[config.mk]
export PLATFORM = sky130hd
export DESIGN_NAME = board_io_top
export DESIGN_NICKNAME = d
export VERILOG_FILES = /design/src/hdl/board_io_pkg.sv /design/src/hdl/board_io_top.sv /design/src/hdl/board_pin_driver.sv /design/src/hdl/boot_sequencer.sv /design/src/hdl/gpio_regs.sv /design/src/hdl/key_debouncer_bank.sv
export VERILOG_INCLUDE_DIRS = /design/src /design/src/include
export SDC_FILE = /design/constraint.sdc
export NUM_CORES = 1
export LEC_CHECK = 0
export BUFFER_PORTS_ARGS = -buffer_cell sky130_fd_sc_hd__buf_2
export CAP_MARGIN = 20
export CORE_MARGIN = 4
export CORE_UTILIZATION = 55
export CTS_BUF_LIST = sky130_fd_sc_hd__clkbuf_2
export DETAILED_ROUTE_END_ITERATION = 7
export GPL_ROUTABILITY_DRIVEN = 0
export PLACE_DENSITY = 0.82
export SKIP_LAST_GASP = 1
export SLEW_MARGIN = 30
export SYNTH_ARGS = -nofsm -noshare
export SYNTH_HDL_FRONTEND = slang
export SYNTH_SLANG_ARGS = --single-unit
[constraint.sdc]
create_clock -name clk_100MHz -period 3.4 [get_ports clk_100MHz]
set_clock_uncertainty 0.2 [all_clocks]
set_input_delay 0.68 -clock clk_100MHz [delete_from_list [all_inputs] [get_ports clk_100MHz]]
set_output_delay 0.68 -clock clk_100MHz [all_outputs]
set_load 0.1 [all_outputs]
[src/include/board_io_params.svh]
// --------------------
// Board I/O parameters
// Word widths, pin counts, boot address
// and key debounce time
// --------------------

`ifndef BOARD_IO_PARAMS_SVH
`define BOARD_IO_PARAMS_SVH

// Data and address word width
`define XLEN                32

// GPIO output and input word width
`define GPIO_BITS           32

// Board pin counts
`define NUM_KEYS            5
`define NUM_SWITCHES        8
`define NUM_LEDS            8

// Stable cycles before a key level is taken, 1 ms at 100 MHz
`define DEBOUNCE_CYCLES     100000

// Address of the first instruction after power-up
`define DEFAULT_START_ADDR  32'h8000_0000

// Register select width on the host port
`define REG_ADDR_BITS       2

`endif

[src/hdl/board_io_pkg.sv]
// --------------------
// Board I/O package
// Register port opcodes, register map
// and boot sequencer states
// --------------------

`default_nettype none

`include "board_io_params.svh"

package board_io_pkg;

    // Host register port opcode
    typedef enum logic {
        REG_READ  = 1'b0,
        REG_WRITE = 1'b1
    } reg_op_e;

    // Register map
    typedef enum logic [`REG_ADDR_BITS-1:0] {
        REG_GPIO_OUT = 2'h0,
        REG_GPIO_IN  = 2'h1,    // read only
        REG_START    = 2'h2,
        REG_CONSOLE  = 2'h3
    } reg_addr_e;

    // Boot sequencer
    typedef enum logic [1:0] {
        BOOT_WAIT = 2'd0,
        BOOT_ARM  = 2'd1,
        BOOT_RUN  = 2'd2
    } boot_state_e;

endpackage

`default_nettype wire

[src/hdl/board_io_top.sv]
// --------------------
// Board I/O top level
// Key debouncer, register block,
// boot sequencer and pin driver
// --------------------

`timescale 1ns/1ps
`default_nettype none

`include "board_io_params.svh"

module board_io_top #(
    parameter int unsigned DEBOUNCE_CYCLES = `DEBOUNCE_CYCLES
) (
    input  wire logic                      clk_100MHz,
    input  wire logic                      pll_locked,

    // Board inputs
    input  wire logic [`NUM_KEYS-1:0]      keys,
    input  wire logic [`NUM_SWITCHES-1:0]  switches,
    input  wire logic                      cpu_txd,
    input  wire logic                      loader_txd,

    // Host register port
    input  wire logic                      reg_valid,
    output logic                           reg_ready,
    input  wire board_io_pkg::reg_op_e     reg_op,
    input  wire board_io_pkg::reg_addr_e   reg_addr,
    input  wire logic [`XLEN-1:0]          reg_wdata,
    output logic                           rd_valid,
    output logic      [`XLEN-1:0]          rd_data,

    // CPU side
    output logic                           key_irq,
    output logic                           cpu_start,
    output logic      [`XLEN-1:0]          cpu_start_addr,

    // Board pins
    output logic                           txd,
    output logic      [`NUM_LEDS-1:0]      led,
    output logic      [7:0]                seg_segments,
    output logic      [3:0]                seg_digits,
    output logic      [2:0]                rgb1,
    output logic      [2:0]                rgb2
);

    logic [`NUM_KEYS-1:0]   keys_db;
    logic [`GPIO_BITS-1:0]  gpio_out;
    logic                   console_sel;
    logic                   start_req;
    logic [`XLEN-1:0]       start_req_addr;

    key_debouncer_bank #(
        .DEBOUNCE_CYCLES (DEBOUNCE_CYCLES)
    ) key_debouncer_bank_inst (
        .clk_100MHz (clk_100MHz),
        .pll_locked (pll_locked),
        .keys       (keys),
        .keys_db    (keys_db),
        .key_irq    (key_irq)
    );

    gpio_regs gpio_regs_inst (
        .clk_100MHz     (clk_100MHz),
        .pll_locked     (pll_locked),
        .reg_valid      (reg_valid),
        .reg_ready      (reg_ready),
        .reg_op         (reg_op),
        .reg_addr       (reg_addr),
        .reg_wdata      (reg_wdata),
        .rd_valid       (rd_valid),
        .rd_data        (rd_data),
        .keys_db        (keys_db),
        .switches       (switches),
        .gpio_out       (gpio_out),
        .console_sel    (console_sel),
        .start_req      (start_req),
        .start_req_addr (start_req_addr)
    );

    boot_sequencer boot_sequencer_inst (
        .clk_100MHz     (clk_100MHz),
        .pll_locked     (pll_locked),
        .start_req      (start_req),
        .start_req_addr (start_req_addr),
        .cpu_start      (cpu_start),
        .cpu_start_addr (cpu_start_addr)
    );

    board_pin_driver board_pin_driver_inst (
        .clk_100MHz   (clk_100MHz),
        .pll_locked   (pll_locked),
        .gpio_out     (gpio_out),
        .console_sel  (console_sel),
        .cpu_txd      (cpu_txd),
        .loader_txd   (loader_txd),
        .txd          (txd),
        .led          (led),
        .seg_segments (seg_segments),
        .seg_digits   (seg_digits),
        .rgb1         (rgb1),
        .rgb2         (rgb2)
    );

endmodule

`default_nettype wire

[src/hdl/board_pin_driver.sv]
// --------------------
// Board pin driver
// GPIO word to LEDs, 7-segment display, RGB LEDs
// and the UART transmit select
// --------------------

`timescale 1ns/1ps
`default_nettype none

`include "board_io_params.svh"

module board_pin_driver (
    input  wire logic                   clk_100MHz,
    input  wire logic                   pll_locked,
    input  wire logic [`GPIO_BITS-1:0]  gpio_out,
    input  wire logic                   console_sel,
    input  wire logic                   cpu_txd,
    input  wire logic                   loader_txd,
    output logic                        txd,
    output logic      [`NUM_LEDS-1:0]   led,
    output logic      [7:0]             seg_segments,
    output logic      [3:0]             seg_digits,
    output logic      [2:0]             rgb1,
    output logic      [2:0]             rgb2
);

    // --------------------
    // Display and LEDs
    // --------------------
    always_ff @(posedge clk_100MHz, negedge pll_locked) begin
        if (!pll_locked) begin
            // Segments are active low, all dark
            seg_segments <= '1;
            seg_digits   <= '0;
            led          <= '0;
            rgb1         <= '0;
            rgb2         <= '0;
        end else begin
            // a..g then dp, inverted for the common-anode display
            seg_segments <= ~gpio_out[7:0];
            // Digit 1 on bit 11 down to digit 4 on bit 8
            seg_digits   <= gpio_out[11:8];
            // r, g, b from the high bit down
            rgb1         <= gpio_out[18:16];
            rgb2         <= gpio_out[22:20];
            led          <= gpio_out[31:24];
        end
    end

    // UART transmit, idle high
    always_ff @(posedge clk_100MHz, negedge pll_locked) begin
        if (!pll_locked) begin
            txd <= 1'b1;
        end else if (console_sel) begin
            txd <= loader_txd;
        end else begin
            txd <= cpu_txd;
        end
    end

endmodule

`default_nettype wire

[src/hdl/boot_sequencer.sv]
// --------------------
// Boot sequencer
// Automatic start after reset, then
// host-requested starts
// --------------------

`timescale 1ns/1ps
`default_nettype none

`include "board_io_params.svh"

module boot_sequencer (
    input  wire logic              clk_100MHz,
    input  wire logic              pll_locked,
    input  wire logic              start_req,
    input  wire logic [`XLEN-1:0]  start_req_addr,
    output logic                   cpu_start,
    output logic      [`XLEN-1:0]  cpu_start_addr
);

    board_io_pkg::boot_state_e state;

    // --------------------
    // Boot FSM
    // --------------------
    always_ff @(posedge clk_100MHz, negedge pll_locked) begin
        if (!pll_locked) begin
            state     <= board_io_pkg::BOOT_WAIT;
            cpu_start <= 1'b0;
        end else begin
            cpu_start <= 1'b0;
            case (state)
                board_io_pkg::BOOT_WAIT: state <= board_io_pkg::BOOT_ARM;
                board_io_pkg::BOOT_ARM: begin
                    // One automatic start on the way into run
                    state     <= board_io_pkg::BOOT_RUN;
                    cpu_start <= 1'b1;
                end
                board_io_pkg::BOOT_RUN:  cpu_start <= start_req;
                default:                 state <= board_io_pkg::BOOT_WAIT;
            endcase
        end
    end

    // Address travels with the pulse
    always_ff @(posedge clk_100MHz) begin
        if (state == board_io_pkg::BOOT_ARM) begin
            cpu_start_addr <= `DEFAULT_START_ADDR;
        end else if (start_req) begin
            cpu_start_addr <= start_req_addr;
        end
    end

endmodule

`default_nettype wire

[src/hdl/gpio_regs.sv]
// --------------------
// Host register block
// Valid/ready port, GPIO output word, start request,
// console select and registered read path
// --------------------

`timescale 1ns/1ps
`default_nettype none

`include "board_io_params.svh"

module gpio_regs (
    input  wire logic                      clk_100MHz,
    input  wire logic                      pll_locked,
    input  wire logic                      reg_valid,
    output logic                           reg_ready,
    input  wire board_io_pkg::reg_op_e     reg_op,
    input  wire board_io_pkg::reg_addr_e   reg_addr,
    input  wire logic [`XLEN-1:0]          reg_wdata,
    output logic                           rd_valid,
    output logic      [`XLEN-1:0]          rd_data,
    input  wire logic [`NUM_KEYS-1:0]      keys_db,
    input  wire logic [`NUM_SWITCHES-1:0]  switches,
    output logic      [`GPIO_BITS-1:0]     gpio_out,
    output logic                           console_sel,
    output logic                           start_req,
    output logic      [`XLEN-1:0]          start_req_addr
);

    // Accepted request, one stage
    logic                     req_vld;
    logic                     req_wr;
    board_io_pkg::reg_addr_e  req_addr;
    logic [`XLEN-1:0]         req_wdata;

    logic [`GPIO_BITS-1:0]    gpio_in;
    logic                     accept;

    assign accept = reg_valid & reg_ready;

    // Pressed keys read as 1, switches in the second byte
    assign gpio_in = {{(`GPIO_BITS - 8 - `NUM_SWITCHES){1'b0}}, switches,
                      {(8 - `NUM_KEYS){1'b0}}, ~keys_db};

    // --------------------
    // Accept stage
    // --------------------
    always_ff @(posedge clk_100MHz, negedge pll_locked) begin
        if (!pll_locked) begin
            reg_ready <= 1'b0;
            req_vld   <= 1'b0;
            req_wr    <= 1'b0;
        end else begin
            // Opens one cycle after reset and stays open
            reg_ready <= 1'b1;
            req_vld   <= accept;
            req_wr    <= (reg_op == board_io_pkg::REG_WRITE);
        end
    end

    always_ff @(posedge clk_100MHz) begin
        if (accept) begin
            req_addr  <= reg_addr;
            req_wdata <= reg_wdata;
        end
    end

    // --------------------
    // Register update
    // --------------------
    always_ff @(posedge clk_100MHz, negedge pll_locked) begin
        if (!pll_locked) begin
            gpio_out       <= '0;
            console_sel    <= 1'b0;
            start_req      <= 1'b0;
            start_req_addr <= `DEFAULT_START_ADDR;
            rd_valid       <= 1'b0;
        end else begin
            start_req <= 1'b0;
            rd_valid  <= req_vld & ~req_wr;
            if (req_vld && req_wr) begin
                case (req_addr)
                    board_io_pkg::REG_GPIO_OUT: gpio_out <= req_wdata;
                    board_io_pkg::REG_START: begin
                        start_req      <= 1'b1;
                        start_req_addr <= req_wdata;
                    end
                    board_io_pkg::REG_CONSOLE:  console_sel <= req_wdata[0];
                    default: ;  // input word ignores writes
                endcase
            end
        end
    end

    // Read data mux
    always_ff @(posedge clk_100MHz) begin
        if (req_vld && !req_wr) begin
            case (req_addr)
                board_io_pkg::REG_GPIO_OUT: rd_data <= gpio_out;
                board_io_pkg::REG_GPIO_IN:  rd_data <= gpio_in;
                board_io_pkg::REG_START:    rd_data <= start_req_addr;
                default:                    rd_data <= {{(`XLEN - 1){1'b0}}, console_sel};
            endcase
        end
    end

endmodule

`default_nettype wire

[src/hdl/key_debouncer_bank.sv]
// --------------------
// Key debouncer bank
// Input synchronizer, per-key stability counters
// and the key-pressed interrupt
// --------------------

`timescale 1ns/1ps
`default_nettype none

`include "board_io_params.svh"

module key_debouncer_bank #(
    parameter int unsigned DEBOUNCE_CYCLES = `DEBOUNCE_CYCLES
) (
    input  wire logic                  clk_100MHz,
    input  wire logic                  pll_locked,
    input  wire logic [`NUM_KEYS-1:0]  keys,
    output logic      [`NUM_KEYS-1:0]  keys_db,
    output logic                       key_irq
);

    localparam int CNT_W = $clog2(DEBOUNCE_CYCLES + 1);

    // Two-flop synchronizer, keys idle high
    logic [`NUM_KEYS-1:0] keys_meta;
    logic [`NUM_KEYS-1:0] keys_sync;

    // One stability counter per key
    logic [CNT_W-1:0] stable_cnt [`NUM_KEYS];

    always_ff @(posedge clk_100MHz, negedge pll_locked) begin
        if (!pll_locked) begin
            keys_meta <= '1;
            keys_sync <= '1;
        end else begin
            keys_meta <= keys;
            keys_sync <= keys_meta;
        end
    end

    // --------------------
    // Stability counters
    // --------------------
    always_ff @(posedge clk_100MHz, negedge pll_locked) begin
        if (!pll_locked) begin
            keys_db <= '1;
            for (int i = 0; i < `NUM_KEYS; i++) begin
                stable_cnt[i] <= '0;
            end
        end else begin
            for (int i = 0; i < `NUM_KEYS; i++) begin
                if (keys_sync[i] == keys_db[i]) begin
                    // Level agrees, start over
                    stable_cnt[i] <= '0;
                end else if (stable_cnt[i] == CNT_W'(DEBOUNCE_CYCLES - 1)) begin
                    // Held long enough, take the new level
                    keys_db[i]    <= keys_sync[i];
                    stable_cnt[i] <= '0;
                end else begin
                    stable_cnt[i] <= stable_cnt[i] + 1'b1;
                end
            end
        end
    end

    // Interrupt while any key is held down
    always_ff @(posedge clk_100MHz, negedge pll_locked) begin
        if (!pll_locked) begin
            key_irq <= 1'b0;
        end else begin
            key_irq <= ~(&keys_db);
        end
    end

endmodule

`default_nettype wire

* Yosys cells after proc, flatten, opt, wreduce, memory -nomap -nowiden *
Cells that the tools add are included.

word-level totals
  register bits = 299
  input bits = 53
  output and inout bits = 95
  logic and storage cells = 94

cells by class
  add/subtract/negate cells = 5
  eq/ne operators = 15
  multiplexer cells = 16
  bitwise operators = 11
  reductions and logical operators = 14

operator list
  operator                 number
  $mux W17                 10
  $pmux W32 S3             1
  $add A17 B1 Y17 const B  5
  $eq A17 B17 Y1 const B   5
  $reduce_and A2 Y1        8
  $not A8 Y8               1
  $not A1 Y1               7
  $eq A2 B2 Y1 const B     3
  $pmux W2 S3              1
  $eq A1 B1 Y1             5
  $not A5 Y5               1
  $reduce_and A5 Y1        1
  $eq A2 B1 Y1 const B     2
  $logic_not A2 Y1         2
  $mux W1                  3
  $and A1 B1 Y1            2
  $logic_and A1 B1 Y1      2
  $pmux W1 S2              1
  $logic_not A1 Y1         1

* Depth between registers and ports, before layout *
  depth after elaboration = 3
  gate-level depth with buffers = 6
  mapped depth without buffers = 5

* Hierarchy *
Synthesis repeated with hierarchy kept, for this count alone.

unflattened totals
  cell total of the unflattened synthesis = 919
  area, all modules = 12,109.1 µm²

by module, submodules not included
  module              instances  cells an instance  area an instance (µm²)  seq. area each (µm²)
  gpio_regs           1          305                5,275.1                 3,734.8
  key_debouncer_bank  1          461                4,763.3                 2,546.2
  boot_sequencer      1          117                1,338.8                 715.7
  board_pin_driver    1          36                 732.0                   686.9

* Least setup slack after synthesis *
No wires, ideal clock.

  path kind = flip-flop to flip-flop
  from = register gpio_regs_inst.req_wr
  to = register gpio_regs_inst.rd_data[0], enable pin
  data arrival time = 1.874 ns
  data required time = 2.774 ns
  slack = 0.900 ns
  cell stages (with the launch flop) = 2
  period minus slack after synthesis = 2.500 ns
  cell sequence = dfrtp_1 -> nor2b_1

on the way
  word-level cells in the longest chain between the ends = 2

RTL lines
  element                   line              source
  start: declaration        gpio_regs.sv:32   logic req_wr;
  start signal: assignment  gpio_regs.sv:57   req_wr <= (reg_op == board_io_pkg::REG_WRITE);
  $logic_not A1 Y1          gpio_regs.sv:97   if (req_vld && !req_wr) begin
  $logic_and A1 B1 Y1       gpio_regs.sv:97
  end signal: assignment    gpio_regs.sv:99   board_io_pkg::REG_GPIO_OUT: rd_data <= gpio_out;
  end signal: assignment    gpio_regs.sv:100  board_io_pkg::REG_GPIO_IN: rd_data <= gpio_in;
  end signal: assignment    gpio_regs.sv:101  board_io_pkg::REG_START: rd_data <= start_req_addr;
  end: declaration          gpio_regs.sv:21   output logic [`XLEN-1:0] rd_data,

No other way between the ends.
A chain may end at the register's enable or synchronous reset.

* Worst setup path after layout *
  from = register board_pin_driver_inst.seg_segments[1]
  to = output seg_segments[1]

RTL lines
  element                   line                    source
  start: declaration        board_pin_driver.sv:21  output logic [7:0] seg_segments,
  start signal: assignment  board_pin_driver.sv:40  seg_segments <= ~gpio_out[7:0];
  end: declaration          board_io_top.sv:41      output logic [7:0] seg_segments,

No word-level cell between the ends.

==> results.md <==
- GRT Util Overall: 23.87%
- Ys async rst share: 67.22%
- Synth Area in Compound Gates: 1.814%
- CP top delay family: flip-flops
- Detail Route Antenna Nets: 0
- Top_reg_cell synth: dfrtp_1
- Die area: 0.02398 sq mm
- Setup Viol. Count Final: 0
- Root Buffer: clkbuf_2
- Overflow after GRT: 0
- Mean Syn Cell Area: 12.01 sq um
- Placed Cells: 1389
- H-tree depth: 3
- DR pass1 iterations: 8
- First-pass GRT wire length: 45480 microns
- Max clock buf depth: 3
- Lkg Pwr: 0.006332 uW
- Die height: 154.9 microns
- Crit Path Max Fanout: 1
- Cell Rows: 53
- Clock slew at reported path FFs: 120 ps
- Top Ports: 148
- Mapped Cells: 988
- YS warnings: 0
- Rel. slew slack: 36.54%
- FMAX: 368.6 MHz
- Ranking of synthesized cells by area: dfrtp_1, edfxtp_1, dfstp_2
- Core Footprint: 0.02109 sq mm
- Maximum number of pins on one net before global-route repair: 86
- Kind of critical path: register to output pin
- Mapped Nets: 1049
- Synthesized cell area: 0.01186 sq mm
- Vias in the first global route: 8857
- Initial antenna violation count: 2
- Crit path required time: 2520 ps
- Initial Util: 56.25%
- Total CTS buffers: 74
- Final slew viol count: 0
- Worst endpoint data arrival time: 1830 ps
- Status: complete, no violations
- Type of the tightest min-delay check: register to register
- Post-Synth Simple-Gate Area: 16.09%
- Via/cell ratio: 5.396
- Multiplexer share of the synthesized area: 8.639%
- Die width: 154.9 microns
- Clock Sinks: 299
- Startpoint types: register
- CP Buf/Inv Count: 1
- DRC Markers: 0
- PortBufs: 147
- Setup_tns: 0 ps
- XOR/XNOR share of the synthesized area: 5.612%
- WL per Instance: 17.77 microns
- VDD IR max: 0.0005721 V
- Area leader, netlist: dfrtp_1
- Vias: 8531
- HPWL after detailed placement: 16990 microns
- Max stage delay cell, worst path: dfstp_2
- Clk Latency, worst-skew pair: 850 ps
- Largest family of logic cells by synthesized area: simple AND/OR/NAND/NOR gates
- Final-stage net count: 1302
- Post-synth cell types: 48
- CP peak stage delay: 570 ps
- Worst slew pin tran: 952.0 ps
- CTS tree: yes
- RSZ-0062 raised after global routing: no
- Synth top cells by count: dfrtp_1, nor2_1, nand2_1
- Area growth syn-to-layout: 19.51%
- CP endpoint kind: output pin
- Pwr dens: 616.1 mW/mm^2
- Post-synthesis sequential area ratio: 64.78%
- Share of the synthesized area in the top cell type: 37.13%
- WL final: 28090 microns
- Crit path setup slack, layout: 686.8 ps
- Period utilization: 79.80%
- Crit-path cells: buf_2
- Final cell count without fillers: 1581
- Dominant cell by count in the synthesized netlist: dfrtp_1
- Max Cap Violations: 0
- Dpl ws: 1160 ps
- Minimum clock period after layout: 2713 ps
- Adder-Cell Fraction of Synth Area: 0.8439%
- 1st-iter DRT viols: 659
- Number of synthesized flops with an enable pin: 66
- Share of layout cells above drive strength 1: 26.55%
- Hold Fails Final Rpt: 0
- FF+latch count, synth: 299
- Total power: 8734 uW
stage by stage:
stage / hold WS (ps) / util [%] / area, sq um
2_1_floorplan: 145.2 / - / 11860
3_3_place_gp: 146.5 / 61.29 / 12920
3_5_place_dp: 147.3 / 61.30 / 12930
4_1_cts: 160.0 / 67.19 / 14170
5_1_grt: 144.2 / 67.21 / 14170
6_report: 153.2 / 67.22 / 14180
metal layers:
layer | routed length [microns] | share of wire [%] | up-vias | track usage [%]
li1 | - | - | 3942 | -
met1 | 11680 | 42 | 4170 | 31.31
met2 | 13540 | 48 | 342 | 38.60
met3 | 2025 | 7.2 | 77 | 6.398
met4 | 844 | 3.0 | 0 | 8.915
met5 | 0 | 0 | - | 0
repair_timing:
item	in CTS	in global routing
hold endpoints to repair	114	0
hold buffers	51	0
gates resized for setup	0	0
setup buffers	0	0
state kept, by name, indices dropped and copies added (netlist names), 4 cells and up:
register                            flops
gpio_regs_inst.rd_data                 32
key_debouncer_bank_inst.keys_db         5
board_pin_driver_inst.seg_digits        4
key_debouncer_bank_inst.keys_meta       5
gpio_regs_inst.gpio_out                32
key_debouncer_bank_inst.keys_sync       5
board_pin_driver_inst.led               8
key_debouncer_bank_inst.stable_cnt     85
gpio_regs_inst.req_wdata               32
board_pin_driver_inst.seg_segments      8
gpio_regs_inst.start_req_addr          32
boot_sequencer_inst.cpu_start_addr     32
worst paths after layout:
check                                                            startpoint                                                to  cells past startpoint  slack [ps]
max reg2reg                key_debouncer_bank_inst.stable_cnt[17]$_DFF_PN0_  key_debouncer_bank_inst.stable_cnt[31]$_DFF_PN0_                      5        1150
min                          key_debouncer_bank_inst.keys_meta[1]$_DFF_PN1_    key_debouncer_bank_inst.keys_sync[1]$_DFF_PN1_                      0         150
max in group asynchronous                                        pll_locked     gpio_regs_inst.start_req_addr[30]$_DFFE_PN0P_                      3        1880
max                         board_pin_driver_inst.seg_segments[1]$_DFF_PN1_                                   seg_segments[1]                      1         690
min reg2reg                  key_debouncer_bank_inst.keys_meta[1]$_DFF_PN1_    key_debouncer_bank_inst.keys_sync[1]$_DFF_PN1_                      0         150
min in group asynchronous                                        pll_locked  key_debouncer_bank_inst.stable_cnt[27]$_DFF_PN0_                      2         260
logic make-up (layout without fill, tap and decap cells):
family	count (synthesis)	in the layout
adder cells (fa/ha/maj)	8	8
XOR/XNOR	76	76
flip-flops	299	299
AND/OR/NAND/NOR	414	414
other	1	4
AO/OA/AOI/OAI	32	32
multiplexers	97	97
buffers and inverters	61	376
layout by cell type, fill, tap and decap left out, types with 4 or more instances in the layout:
cell type / instances
dfxtp_1: 32
nand2_1: 137
nand3_1: 27
nor2_1: 139
nand4_1: 30
inv_1: 25
nor3_1: 17
nor4bb_1: 5
edfxtp_1: 66
buf_4: 14
clkinv_1: 15
mux2i_1: 63
mux2_1: 9
clkinvlp_4: 4
dlygate4sd3_1: 51
clkbuf_2: 112
nor4_1: 26
o22ai_1: 4
buf_2: 146
o21ai_0: 16
dfrtp_1: 175
xnor2_1: 54
ha_1: 8
xor2_1: 22
a21oi_1: 4
or4_1: 4
mux2_2: 24
and4_1: 5
dfstp_2: 25
clkinv_2: 5
layout make-up:
| cell class | instances | area, sq um |
|---|---|---|
| diodes | 3 | 7.507 |
| clock inverters | 26 | 171.4 |
| well taps | 275 | 344.1 |
| repair buffers | 213 | 1380 |
| multi-input cells | 628 | 3931 |
| clock buffers | 112 | 560.5 |
| flip-flops and latches | 299 | 7687 |
| inverters | 25 | 93.84 |
| fillers | 1565 | 6912 |
report_power, final:
part           leakage [uW]  total, uW  internal, uW  switching [uW]
Combinational       0.00234       1900           361            1540
Sequential          0.00345       4300          4040             258
Clock              0.000537       2530          1040            1500
Total               0.00633       8730          5440            3290
Power figures use the tool's default switching activity.
